**config.mk**
```make
export PLATFORM = sky130hd
export DESIGN_NAME = cshTop
export DESIGN_NICKNAME = d
export VERILOG_FILES = /design/src/cshCyclePkg.sv /design/src/cshDiagPkg.sv /design/src/cshArbiter.sv /design/src/cshWayMatch.sv /design/src/cshCoreRead.sv /design/src/cshControl.sv /design/src/cshDiagMux.sv /design/src/cshTop.sv
export VERILOG_INCLUDE_DIRS = /design/src
export SDC_FILE = /design/constraint.sdc
export NUM_CORES = 1
export LEC_CHECK = 0
export BUFFER_PORTS_ARGS = -buffer_cell sky130_fd_sc_hd__clkbuf_2
export CAP_MARGIN = 20
export CORE_ASPECT_RATIO = 1.75
export CORE_UTILIZATION = 30
export DETAILED_ROUTE_END_ITERATION = 12
export GPL_ROUTABILITY_DRIVEN = 0
export SLEW_MARGIN = 15
export SYNTH_ARGS = -nofsm -noshare
export SYNTH_HDL_FRONTEND = slang
export SYNTH_SLANG_ARGS = --single-unit
```
**constraint.sdc**
```tcl
create_clock -name clk -period 1.5 [get_ports clk]
set_input_delay 0.3 -clock clk [delete_from_list [all_inputs] [get_ports clk]]
set_output_delay 0.3 -clock clk [all_outputs]
set_load 0.01 [all_outputs]
```
**src/csh_consts.svh**
```systemverilog
`ifndef CSH_CONSTS_SVH
`define CSH_CONSTS_SVH

// Cache geometry
`define CSH_WAYS 4

// Diagnostic readout
`define CSH_DIAG_SEL_W 3
`define CSH_DIAG_W 8

// Row numbers on the diagnostic select
`define CSH_DIAG_ROW_STATE 3'd0
`define CSH_DIAG_ROW_LOOKUP 3'd1

// Non-EBOX cycles (MB, channel, CCA) run a fixed length
`define CSH_AUX_LEN 3
`define CSH_AUX_CNT_W 2

`endif

```
**src/cshCyclePkg.sv**
```systemverilog
`include "csh_consts.svh"

package cshCyclePkg;

  // One-hot kind of the cycle in progress, zero when idle
  typedef struct packed {
    logic mb;
    logic chan;
    logic ebox;
    logic cca;
  } cycKindT;

  // EBOX reference timing
  typedef enum logic [2:0] {
    eboxIdle = 3'd0,
    eboxT0 = 3'd1,
    eboxT1 = 3'd2,
    eboxT2 = 3'd3,
    eboxT3 = 3'd4
  } eboxStateT;

  // Per-way flags from the directory
  typedef logic [`CSH_WAYS-1:0] wayVecT;

  // Way number picked for replacement
  typedef logic [$clog2(`CSH_WAYS)-1:0] lruT;

endpackage

```
**src/cshDiagPkg.sv**
```systemverilog
`include "csh_consts.svh"

package cshDiagPkg;

  // Row select from the diagnostic bus
  typedef logic [`CSH_DIAG_SEL_W-1:0] diagSelT;

  // State row, MSB first
  typedef struct packed {
    logic readyToGo;
    logic coreRdReq;
    logic mb;
    logic chan;
    logic ebox;
    logic cca;
    logic [1:0] spare;
  } diagRowT;

endpackage

```
**src/cshArbiter.sv**
```systemverilog
`timescale 1ns/1ps

module cshArbiter
  import cshCyclePkg::*;
(
  input logic clk,
  input logic rstN,
  input logic mbReq,
  input logic chanReq,
  input logic eboxReq,
  input logic ccaReq,
  input logic coreBusy,
  input logic readyToGo,
  output cycKindT cycKind,
  output logic grantAny
);

  logic eboxReqEn;
  logic ccaReqEn;
  cycKindT grant;

  // EBOX and CCA wait while the core is tied up
  always_comb begin
    eboxReqEn = eboxReq & ~coreBusy;
    ccaReqEn = ccaReq & ~coreBusy;
  end

  // Fixed priority: MB, channel, EBOX, CCA
  always_comb begin
    grant = '0;
    if (readyToGo) begin
      if (mbReq) begin
        grant.mb = 1'b1;
      end else if (chanReq) begin
        grant.chan = 1'b1;
      end else if (eboxReqEn) begin
        grant.ebox = 1'b1;
      end else if (ccaReqEn) begin
        grant.cca = 1'b1;
      end
    end
  end

  assign grantAny = |grant;

  // Cycle type held until the cache is ready again
  // Loads zero when ready with nothing granted
  always_ff @(posedge clk or negedge rstN) begin
    if (!rstN) begin
      cycKind <= '0;
    end else if (readyToGo) begin
      cycKind <= grant;
    end
  end

endmodule

```
**src/cshWayMatch.sv**
```systemverilog
`timescale 1ns/1ps
`include "csh_consts.svh"

module cshWayMatch
  import cshCyclePkg::*;
(
  input wayVecT wayValidMatch,
  input wayVecT wayWordValid,
  input wayVecT wayWritten,
  input lruT lruVictim,
  output logic anyMatch,
  output logic rdFound,
  output logic victimWritten
);

  wayVecT foundVec;
  wayVecT victimSel;
  wayVecT victimDirty;

  // Per-way terms
  always_comb begin
    for (int w = 0; w < `CSH_WAYS; w++) begin
      // Tag matched and the addressed word is present
      foundVec[w] = wayValidMatch[w] & wayWordValid[w];
      // One-hot decode of the replacement way
      victimSel[w] = (lruVictim == lruT'(w));
      victimDirty[w] = victimSel[w] & wayWritten[w];
    end
  end

  // Reductions seen by the sequencer
  always_comb begin
    anyMatch = |wayValidMatch;
    rdFound = |foundVec;
    // Victim must be written back before it can be replaced
    victimWritten = |victimDirty;
  end

endmodule

```
**src/cshCoreRead.sv**
```systemverilog
`timescale 1ns/1ps

module cshCoreRead (
  input logic clk,
  input logic rstN,
  input logic startRead,
  input logic coreDataValid,
  output logic coreRdReq,
  output logic coreRdDone
);

  logic dataSeen;

  // Data accepted only against an open request
  assign dataSeen = coreRdReq & coreDataValid;

  // Request stays up for the whole memory latency
  always_ff @(posedge clk or negedge rstN) begin
    if (!rstN) begin
      coreRdReq <= 1'b0;
    end else if (startRead) begin
      coreRdReq <= 1'b1;
    end else if (dataSeen) begin
      coreRdReq <= 1'b0;
    end
  end

  // Completion pulse ends the miss
  always_ff @(posedge clk or negedge rstN) begin
    if (!rstN) begin
      coreRdDone <= 1'b0;
    end else begin
      coreRdDone <= dataSeen;
    end
  end

endmodule

```
**src/cshControl.sv**
```systemverilog
`timescale 1ns/1ps
`include "csh_consts.svh"

module cshControl
  import cshCyclePkg::*;
(
  input logic clk,
  input logic rstN,
  input cycKindT cycKind,
  input logic grantAny,
  input logic vmaRead,
  input logic coreBusy,
  input logic anyMatch,
  input logic rdFound,
  input logic victimWritten,
  input logic coreRdDone,
  output logic readyToGo,
  output eboxStateT eboxState,
  output logic startRead,
  output logic mboxResp,
  output logic cacheWrEn,
  output logic writebackReq,
  output logic eboxRetryReq
);

  logic cycStart;
  logic auxActive;
  logic [`CSH_AUX_CNT_W-1:0] auxCnt;
  logic leaveT2;
  logic rdHit;
  logic wrFill;
  logic wrBack;
  logic rdMissQ;
  logic mboxRespQ;
  logic cacheWrEnQ;

  // Lookup decisions are taken on the way out of t2
  always_comb begin
    leaveT2 = (eboxState == eboxT2) & ~coreBusy;
    rdHit = leaveT2 & vmaRead & rdFound;
    startRead = leaveT2 & vmaRead & ~rdFound;
    wrBack = leaveT2 & ~vmaRead & ~anyMatch & victimWritten;
    // Write hit, or miss into a clean victim
    wrFill = leaveT2 & ~vmaRead & (anyMatch | ~victimWritten);
    auxActive = ~readyToGo & (cycKind.mb | cycKind.chan | cycKind.cca);
  end

  // EBOX timing chain, held in t2 by a busy core
  always_ff @(posedge clk or negedge rstN) begin
    if (!rstN) begin
      eboxState <= eboxIdle;
      cycStart <= 1'b0;
    end else begin
      cycStart <= grantAny;
      case (eboxState)
        eboxIdle: if (cycStart && cycKind.ebox) eboxState <= eboxT0;
        eboxT0: eboxState <= eboxT1;
        eboxT1: eboxState <= eboxT2;
        eboxT2: if (!coreBusy) eboxState <= eboxT3;
        eboxT3: eboxState <= eboxIdle;
        default: eboxState <= eboxIdle;
      endcase
    end
  end

  // One-cycle strobes, high during t3
  always_ff @(posedge clk or negedge rstN) begin
    if (!rstN) begin
      mboxRespQ <= 1'b0;
      cacheWrEnQ <= 1'b0;
      writebackReq <= 1'b0;
      eboxRetryReq <= 1'b0;
      rdMissQ <= 1'b0;
    end else begin
      mboxRespQ <= rdHit;
      cacheWrEnQ <= wrFill;
      writebackReq <= wrBack;
      eboxRetryReq <= writebackReq;
      rdMissQ <= startRead;
    end
  end

  // Returning core data answers the EBOX and fills the line at once
  assign mboxResp = mboxRespQ | coreRdDone;
  assign cacheWrEn = cacheWrEnQ | coreRdDone;

  always_ff @(posedge clk or negedge rstN) begin
    if (!rstN) begin
      readyToGo <= 1'b1;
      auxCnt <= '0;
    end else if (grantAny) begin
      readyToGo <= 1'b0;
      auxCnt <= `CSH_AUX_CNT_W'(`CSH_AUX_LEN - 1);
    end else if (auxActive) begin
      if (auxCnt == '0) begin
        readyToGo <= 1'b1;
      end else begin
        auxCnt <= auxCnt - 1'b1;
      end
    end else if ((eboxState == eboxT3 && !rdMissQ) || coreRdDone) begin
      // A read miss keeps the cache busy until core data is back
      readyToGo <= 1'b1;
    end
  end

endmodule

```
**src/cshDiagMux.sv**
```systemverilog
`timescale 1ns/1ps
`include "csh_consts.svh"

module cshDiagMux
  import cshCyclePkg::*, cshDiagPkg::*;
(
  input logic clk,
  input logic rstN,
  input logic diagEn,
  input diagSelT diagSel,
  input cycKindT cycKind,
  input eboxStateT eboxState,
  input logic readyToGo,
  input logic coreRdReq,
  input logic anyMatch,
  input logic rdFound,
  input logic victimWritten,
  output logic [`CSH_DIAG_W-1:0] diagData
);

  diagRowT stateRow;
  logic [`CSH_DIAG_W-1:0] lookupRow;
  logic [`CSH_DIAG_W-1:0] selRow;
  logic [`CSH_DIAG_W-1:0] rowQ;

  always_comb begin
    stateRow.readyToGo = readyToGo;
    stateRow.coreRdReq = coreRdReq;
    stateRow.mb = cycKind.mb;
    stateRow.chan = cycKind.chan;
    stateRow.ebox = cycKind.ebox;
    stateRow.cca = cycKind.cca;
    stateRow.spare = '0;
    // Lookup row, timing state in the low bits
    lookupRow = {2'b00, victimWritten, rdFound, anyMatch, eboxState};
    case (diagSel)
      `CSH_DIAG_ROW_STATE: selRow = stateRow;
      `CSH_DIAG_ROW_LOOKUP: selRow = lookupRow;
      default: selRow = '0;
    endcase
  end

  always_ff @(posedge clk or negedge rstN) begin
    if (!rstN) begin
      rowQ <= '0;
    end else begin
      rowQ <= selRow;
    end
  end

  assign diagData = diagEn ? rowQ : '0;

endmodule

```
**src/cshTop.sv**
```systemverilog
`timescale 1ns/1ps
`include "csh_consts.svh"

module cshTop
  import cshCyclePkg::*, cshDiagPkg::*;
(
  input logic clk,
  input logic rstN,
  input logic mbReq,
  input logic chanReq,
  input logic eboxReq,
  input logic ccaReq,
  input logic vmaRead,
  input logic coreBusy,
  input logic coreDataValid,
  input wayVecT wayValidMatch,
  input wayVecT wayWordValid,
  input wayVecT wayWritten,
  input lruT lruVictim,
  input logic diagEn,
  input diagSelT diagSel,
  output logic readyToGo,
  output cycKindT cycKind,
  output logic mboxResp,
  output logic cacheWrEn,
  output logic writebackReq,
  output logic eboxRetryReq,
  output logic coreRdReq,
  output logic [`CSH_DIAG_W-1:0] diagData
);

  logic grantAny;
  eboxStateT eboxState;
  logic startRead;
  logic coreRdDone;
  logic anyMatch;
  logic rdFound;
  logic victimWritten;

  cshArbiter arbiter_i (
    .clk(clk),
    .rstN(rstN),
    .mbReq(mbReq),
    .chanReq(chanReq),
    .eboxReq(eboxReq),
    .ccaReq(ccaReq),
    .coreBusy(coreBusy),
    .readyToGo(readyToGo),
    .cycKind(cycKind),
    .grantAny(grantAny)
  );

  cshWayMatch wayMatch_i (
    .wayValidMatch(wayValidMatch),
    .wayWordValid(wayWordValid),
    .wayWritten(wayWritten),
    .lruVictim(lruVictim),
    .anyMatch(anyMatch),
    .rdFound(rdFound),
    .victimWritten(victimWritten)
  );

  cshControl control_i (
    .clk(clk),
    .rstN(rstN),
    .cycKind(cycKind),
    .grantAny(grantAny),
    .vmaRead(vmaRead),
    .coreBusy(coreBusy),
    .anyMatch(anyMatch),
    .rdFound(rdFound),
    .victimWritten(victimWritten),
    .coreRdDone(coreRdDone),
    .readyToGo(readyToGo),
    .eboxState(eboxState),
    .startRead(startRead),
    .mboxResp(mboxResp),
    .cacheWrEn(cacheWrEn),
    .writebackReq(writebackReq),
    .eboxRetryReq(eboxRetryReq)
  );

  cshCoreRead coreRead_i (
    .clk(clk),
    .rstN(rstN),
    .startRead(startRead),
    .coreDataValid(coreDataValid),
    .coreRdReq(coreRdReq),
    .coreRdDone(coreRdDone)
  );

  cshDiagMux diagMux_i (
    .clk(clk),
    .rstN(rstN),
    .diagEn(diagEn),
    .diagSel(diagSel),
    .cycKind(cycKind),
    .eboxState(eboxState),
    .readyToGo(readyToGo),
    .coreRdReq(coreRdReq),
    .anyMatch(anyMatch),
    .rdFound(rdFound),
    .victimWritten(victimWritten),
    .diagData(diagData)
  );

endmodule

```
**Yosys cells after proc, flatten, opt, wreduce, memory -nomap -nowiden**

Index checks and enable logic that the tools add are counted.
Widths: inputs -> output; s select.

- $add $sub $neg: 1
- Equality and inequality tests: 12
- Mux-type cells: 22
- Bitwise logic cells: 31
- Reduce and logical (&&, ||, !) cells: 18

Operators by type and width:

| cell | count |
|---|---|
| $and 1x1->1 | 20 |
| $pmux 8 s2 | 1 |
| $reduce_or 4->1 | 4 |
| $pmux 3 s4 | 1 |
| $mux 1 | 11 |
| $mux 3 | 3 |
| $mux 2 | 4 |
| $mux 8 | 1 |
| $eq 3x1->1 const B | 2 |
| $eq 3x2->1 const B | 2 |
| $logic_not 3->1 | 2 |
| $not 1->1 | 6 |
| $reduce_and 2->1 | 3 |
| $or 1x1->1 | 5 |
| $eq 2x2->1 const B | 2 |
| $logic_not 2->1 | 2 |
| $mux 4 | 1 |
| $ne 2x1->1 const B | 2 |
| $reduce_bool 2->1 | 2 |
| $eq 3x3->1 const B | 1 |
| $ne 3x2->1 const B | 1 |
| $reduce_bool 3->1 | 1 |
| $eq 2x1->1 const B | 1 |
| $logic_and 1x1->1 | 2 |
| 4 further kinds | 4 |

- Flip-flop bits (word level): 26
- Bits of input ports: 27
- Output and inout bits: 18
- Word-level logic and storage cells: 100

**Depth between registers and ports, before layout**

Gate-level depths: netlist (run 1).

- Word-level depth: 10
- Mapped depth: 5
- Mapped depth without buffers: 5

**By module**

Synthesis (run 1) repeated with hierarchy kept, for this count alone.

- Cells, all modules: 104
- Area, all modules: 1171.1 um2

By module, submodules not included:

| module | times used | cells each | area an instance (um2) | seq. area each (um2) |
|---|---|---|---|---|
| cshControl | 1 | 43 | 484.2 | 301.5 |
| cshDiagMux | 1 | 32 | 369.1 | 200.2 |
| cshArbiter | 1 | 19 | 200.2 | 100.1 |
| cshCoreRead | 1 | 5 | 68.8 | 50.0 |
| cshWayMatch | 1 | 5 | 48.8 | 0.0 |

**Least setup slack after synthesis (run 1)**

Ideal clock, no wire load.

- Kind: reg2reg
- Start: register control_i.auxCnt[0]
- End: register control_i.auxCnt[0]
- Setup time: 0.078 ns
- Arrival time: 1.174 ns
- Data required time: 1.422 ns
- Setup slack: 0.248 ns
- Stages on the path, launching flop included: 5
- Path buffers: 0
- Period minus slack after synthesis: 1.252 ns
- Cells stage by stage: dfrtp_1 > inv_1 > ha_1 > or4_1 > a21oi_1

- Word-level cells in the longest chain between the ends: 4
- Elaborated cells on any way between the ends: 7
- Classes of those cells: add/sub (1); eq/ne (1); mux (3); reduce/logical (2)

RTL lines:

| item | RTL line | RTL |
|---|---|---|
| from (decl) | cshControl.sv:28 | `` logic [`CSH_AUX_CNT_W-1:0] auxCnt; `` |
| from (signal assigned) | cshControl.sv:93 | `` auxCnt <= `CSH_AUX_CNT_W'(`CSH_AUX_LEN - 1); `` |
| from (signal assigned) | cshControl.sv:98 | `auxCnt <= auxCnt - 1'b1;` |
| $sub 2x1->2 | cshControl.sv:98 |  |
| $mux 2 | cshControl.sv:95 | `if (auxCnt == '0) begin` |
| $mux 2 | cshControl.sv:94 | `end else if (auxActive) begin` |
| $mux 2 | cshControl.sv:91 | `end else if (grantAny) begin` |

Several ways; a longest one is shown, not always the timed one. The select of a mux whose other input is x is not followed.
A chain may end at the register's enable or synchronous reset.

**Worst setup path after layout (run 1)**

- Start: register control_i.readyToGo
- End: output readyToGo

RTL lines:

| item | RTL line | RTL |
|---|---|---|
| from (decl) | cshControl.sv:17 | `output logic readyToGo,` |
| from (signal assigned) | cshControl.sv:89 | `readyToGo <= 1'b1;` |
| from (signal assigned) | cshControl.sv:92 | `readyToGo <= 1'b0;` |
| from (signal assigned) | cshControl.sv:96 | `readyToGo <= 1'b1;` |
| to (decl) | cshTop.sv:22 | `output logic readyToGo,` |

No word-level cell between the ends.

==> reports/qor.csv, run 1 <==
metric;value;unit
setup_viol;0;
min_period;1.42;ns
drt_pass1_iterations;4;
wl_per_cell;13.2;µm
start_kind;register;
fp.dieH;83.6;µm
cp_top_family;flip-flops;
skew;0.000989;ns
max_slew_margin;0.570;
post-route-period-util;0.950;
worst-endpoint-arrival;1.12;ns
hold_viol_final;0;
drv_slew;0;
drt_iter0_drc;14;
placedCellCount;191;
slowest_stage;dfstp_2;
fp.coreArea;3630;µm²
timing.final.ws_setup;0.0755;ns
layout.area.seq;652;µm²
grt_setup_unrepaired;false;
start_util;0.315;
cpPeakStageDelay;0.68;ns
numClockSinks;26;
syn_inst;104;
syn2layout_area_growth;29.8;%
grtUsageTotal;0.133;
fin_nets;178;
numPortBuffers;44;
path_buf_inv;1;
ys_ff_latch;26;
cts.repair.resized;0;
synth_ff_type;dfrtp_1;
peakVddDrop;0.000656;V
overflow;0;
fin_setup_tns;0;ns
maxCapViolCount;0;
grt_max_degree;27;
htreeDepth;1;
synthArstFlopShare;1.00;
fill_cells;376;
cts_tree;built;
synth_top_area_share;0.548;
dp_hpwl;2020;µm
detail-route-antenna-nets;0;
hold_class;primary input to async pin;
layout.cells.non_filler;195;
post-cts-setup-buffers;0;
clock_path_buffers;2;
via_per_inst;4.87;
required;1.20;ns
synth_common_cells;25 x dfrtp_1, 10 x and2_1, 10 x nor2_1;
max_freq;702;MHz
critPathMaxFanout;15;
crit_chain;clkbuf_2;
outcome;complete, no violations;
netlist_area;1140;µm²
die-area;4070;µm²
clkTransAtPathRegs;0.09;ns
cts_buffers;3;
io_pins;45;
antenna_found_initial;0;
post-place-ws;0.127;ns
drive_above_1_share;0.383;
synth_cell_types;36;
drt-total-wl;2570;µm
ys.warnings.count;0;
synth_fp_nets;132;
grt_pass1_wl;4240;µm
crit_type;register to output pin;
diodes;0;
worst-path-stages;1;
drt_drc_violations_left;0;
synth-edff-count;0;
synth.most_common_cell;dfrtp_1;
fp.dieW;48.6;µm
worst_pin_slew;0.645;ns
cts_root_buffer;clkbuf_8;
power_leakage;0.762;nW
critPathCaptureType;output pin;
synth_seq_area_share;0.571;
grt_pass1_vias;959;
multiInputGateArea;452;µm²
power.density;1500;nW/µm²
avgSynthCellArea;11.0;µm²
clk_latency;0.27;ns
fp-row-count;29;
final_core_util;0.409;
yosysTopAreaCell;dfrtp_1;
synthTopCellsByArea;dfrtp_1 55%, and2_1 5.5%, nor2_1 3.3%, inv_1 2.6%, dfstp_2 2.3%;
ff2ff_path_depth;4;
cts_hold_buf;0;
num_vias;949;
[worst paths after layout]
kind                                           to  slack, ns                    from
setup / recovery                        readyToGo       0.08     control_i.readyToGo
hold / removal             control_i.eboxRetryReq       0.04                    rstN
setup reg to reg              control_i.auxCnt[0]       0.08     control_i.auxCnt[0]
hold reg to reg            control_i.eboxRetryReq       0.38  control_i.writebackReq
max in group asynchronous     control_i.auxCnt[1]       1.04                    rstN
min in group clk             control_i.cacheWrEnQ       0.22                 vmaRead
[power by group]
| part | leakage (nW) | total, mW | switching (mW) | internal [mW] |
|---|---|---|---|---|
| Sequential | 0.342 | 1.03 | 0.175 | 0.859 |
| Clock | 0.0357 | 0.574 | 0.217 | 0.357 |
| Combinational | 0.385 | 0.609 | 0.311 | 0.298 |
[state kept, by name, indices dropped and copies added (netlist names)]
signal                  flops
control_i.mboxRespQ         1
coreRead_i.coreRdReq        1
control_i.cycStart          1
coreRead_i.coreRdDone       1
control_i.eboxState         3
control_i.eboxRetryReq      1
control_i.readyToGo         1
control_i.writebackReq      1
control_i.rdMissQ           1
control_i.auxCnt            2
arbiter_i.cycKind           4
control_i.cacheWrEnQ        1
diagMux_i.rowQ              8
[metrics by stage]
stage          power, mW  cell area (µm²)  hold slack, ns
2_1_floorplan       1.40             1140         0.00441
3_3_place_gp        1.59             1410           0.342
3_5_place_dp        1.64             1410           0.352
4_1_cts             2.22             1480          0.0559
5_1_grt             2.34             1480          0.0841
6_report            2.22             1480          0.0386
[logic make-up after synthesis]
logic type / Yosys count / synth area share
simple gates: 45 / 0.231
flops: 26 / 0.571
compound gates: 17 / 0.103
buf+inv: 11 / 0.0372
mux: 4 / 0.0471
fa+ha+maj: 1 / 0.0110
[layout by cell type (no fill, tap or decap), types with 2 or more instances in the layout]
cell type / instances
clkbuf_2: 44
dfrtp_1: 25
and2_1: 10
nor2_1: 10
inv_1: 8
nor3_1: 5
or2_2: 3
a211oi_1: 3
nand2_1: 3
o21ai_0: 3
clkbuf_8: 3
and3_1: 2
mux2i_1: 2
a22oi_1: 2
nand3b_1: 2
nor4b_1: 2
[metal layers]
layer | up-vias | track usage | wire (µm)
li1 | 453 | - | -
met3 | 6 | 0.00729 | 87
met2 | 29 | 0.241 | 1430
met4 | 0 | 0.104 | 75
met1 | 461 | 0.138 | 976
met5 | - | 0 | 0
[cell type report]
class	instances	share of cell area
flip-flops and latches	26	0.440
inverters	8	0.0203
clock buffers	3	0.0278
repair buffers	44	0.149
well taps	46	0.0388
multi-input cells	67	0.305
clock inverters	1	0.0203
(Power assumes the default switching activity.)
==> run 2, diff against run 1 <==
--- a/config.mk
+++ b/config.mk
@@ -12,6 +12,9 @@
 export CORE_UTILIZATION = 30
 export DETAILED_ROUTE_END_ITERATION = 12
 export GPL_ROUTABILITY_DRIVEN = 0
+export HOLD_SLACK_MARGIN = 0.15
+export PLACE_DENSITY = 0.54
+export REMOVE_ABC_BUFFERS = 1
 export SLEW_MARGIN = 15
 export SYNTH_ARGS = -nofsm -noshare
 export SYNTH_HDL_FRONTEND = slang
==> reports/qor.csv, run 2 (synthesis gave the netlist of run 1 again) <==
metric;value;unit;change
outcome;complete, no violations;;
setup_viol;0;;unchanged
clk_latency;0.26;ns;about the same
skew;0.00210;ns;+0.00111 ns
critPathMaxFanout;3;;-12
drt_drc_violations_left;0;;unchanged
crit_type;register to output pin;;
grt_pass1_wl;4380;µm;+3.4%
required;1.20;ns;about the same
worst-path-stages;2;;+1
fp.coreArea;3630;µm²;unchanged
grt_pass1_vias;1007;;+5.0%
crit_chain;or2_2 > clkbuf_2;;
grt_setup_unrepaired;false;;
post-route-period-util;0.925;;-0.0242
r2r-start;control_i.auxCnt[0];;
io_pins;45;;unchanged
power.density;1420;nW/µm²;-5.1%
numPortBuffers;44;;unchanged
grt_max_degree;27;;unchanged
worst_pin_slew;0.634;ns;-0.0105 ns
clkTransAtPathRegs;0.08;ns;about the same
dp_hpwl;2120;µm;+5.2%
holdWs;0.228;ns;+0.189 ns
drt-total-wl;2630;µm;+2.5%
maxCapViolCount;0;;unchanged
overflow;0;;unchanged
switching_share;0.321;;+0.00417
path_buf_inv;1;;unchanged
num_vias;938;;-1.2%
drt_pass1_iterations;4;;unchanged
grtUsageTotal;0.143;;+0.00931
syn2layout_area_growth;31.5;%;
numClockSinks;26;;unchanged
layout_common_cells;44 x clkbuf_2, 25 x dfrtp_1, 10 x and2_1, 10 x nor2_1, 8 x inv_1;;
cts_root_buffer;clkbuf_8;;
htreeDepth;1;;unchanged
cts_tree;built;;
top_regs;diagMux_i.rowQ x8, arbiter_i.cycKind x4, control_i.eboxState x3;;
slowest_stage;dfrtp_1;;
peakVddDrop;0.000499;V;-24%
antenna_found_initial;0;;unchanged
fp.dieH;83.6;µm;unchanged
r2r-end;control_i.auxCnt[0];;
drv_slew;0;;unchanged
clock_power_share;0.205;;-0.054
detail-route-antenna-nets;0;;unchanged
via_per_inst;4.69;;-3.6%
post-place-ws;0.159;ns;+0.0317 ns
max_freq;720;MHz;+2.6%
diodes;0;;unchanged
min_period;1.39;ns;-0.0363 ns
start_kind;register;;
p_int;1.45;mW;-4.4%
hold_class;primary input to register;;
fp-row-count;29;;unchanged
combPwrFrac;0.319;;+0.044
final_common_cell;clkbuf_2;;
largest_register_ffs;8;;unchanged
min_path_cells;2;;
cp_top_family;flip-flops;;
hp-start;coreDataValid;;
placedCellCount;192;;+0.52%
fp.dieW;48.6;µm;unchanged
layout.cells.non_filler;200;;+2.6%
holdPathEnd;coreRead_i.coreRdReq;;
timing.final.ws_setup;0.112;ns;+0.0363 ns
cts_buffers;3;;unchanged
wl_per_cell;13.2;µm;-0.11%
drt_iter0_drc;15;;+1
start_util;0.315;;unchanged
ff2ff_path_depth;4;;unchanged
max_slew_margin;0.577;;+0.00702
hold_viol_final;0;;unchanged
worst-endpoint-arrival;1.09;ns;-0.03 ns
fin_setup_tns;0;ns;unchanged
cpPeakStageDelay;0.41;ns;-0.27 ns
placed_cell_area;1420;µm²;+0.53%
power_leakage;0.779;nW;+2.2%
die-area;4070;µm²;unchanged
fill_cells;368;;-2.1%
p_seq_frac;0.476;;+0.010
clock_path_buffers;2;;unchanged
largest-register;diagMux_i.rowQ;;
critPathCaptureType;output pin;;
p_sw;0.685;mW;-2.5%
design_area;1500;µm²;+1.4%
fin_nets;183;;+2.8%
ff2ff_setup_slack;0.16;ns;+0.08 ns
drive_above_1_share;0.390;;+0.00706
run 2: cell types whose count changed in the layout (fill, tap and decap cells not counted):
cell	previous run	this run
a21oi_1	1	2
bufinv_16	1	0
clkbuf_8	3	4
a21oi_2	1	0
dlygate4sd3_1	0	1
buf_4	0	4
run 2: timing repair:
action / in CTS / in global routing
endpoints found under the setup margin: 0 / 1
setup buffers: 0 / 3
hold buffers: 1 / 0
resized for setup: 0 / 0
hold endpoints to repair: 25 / 0
run 2: worst max path at each step:
stage | startpoint | end | slack [ns]
floorplan | control_i.auxCnt[0] | control_i.auxCnt[0] | 0.25
global placement | control_i.auxCnt[0] | control_i.auxCnt[0] | 0.22
detailed placement | control_i.auxCnt[0] | control_i.auxCnt[0] | 0.16
CTS | control_i.readyToGo | readyToGo | 0.04
global route | control_i.auxCnt[0] | control_i.auxCnt[0] | 0.05
finish | coreRead_i.coreRdDone | mboxResp | 0.11
run 2: stage by stage:
stage | utilization | power (mW)
floorplan | - | 1.39
global placement | 0.390 | 1.63
detailed placement | 0.390 | 1.66
CTS | 0.408 | 2.11
global route | 0.414 | 2.28
finish | 0.414 | 2.13
run 2: power by group through the flow:
stage	Sequential (mW)	Clock (mW)	Combinational, mW
after CTS	1.04	0.454	0.619
after floorplan	1.02	0	0.371
after global routing	1.04	0.480	0.764
after global placement	1.04	0	0.592
after detailed placement	1.05	0	0.613
final	1.01	0.437	0.681
run 2: cell type report:
class	count	area (µm²)	share of cell area
Inverter	8	30.0	0.0200
Timing Repair Buffer	49	260	0.173
Sequential cell	26	652	0.434
Tap cell	46	57.6	0.0383
Multi-Input combinational cell	67	448	0.298
Clock buffer	4	55.1	0.0366
run 2: metal layers:
metal,routed length (µm),up-vias,global-route usage,share of wire
li1,-,463,-,-
met2,1570,30,0.292,0.60
met1,908,443,0.124,0.34
met4,31,0,0.0722,0.012
met5,0,-,0,0
met3,119,2,0.0237,0.045
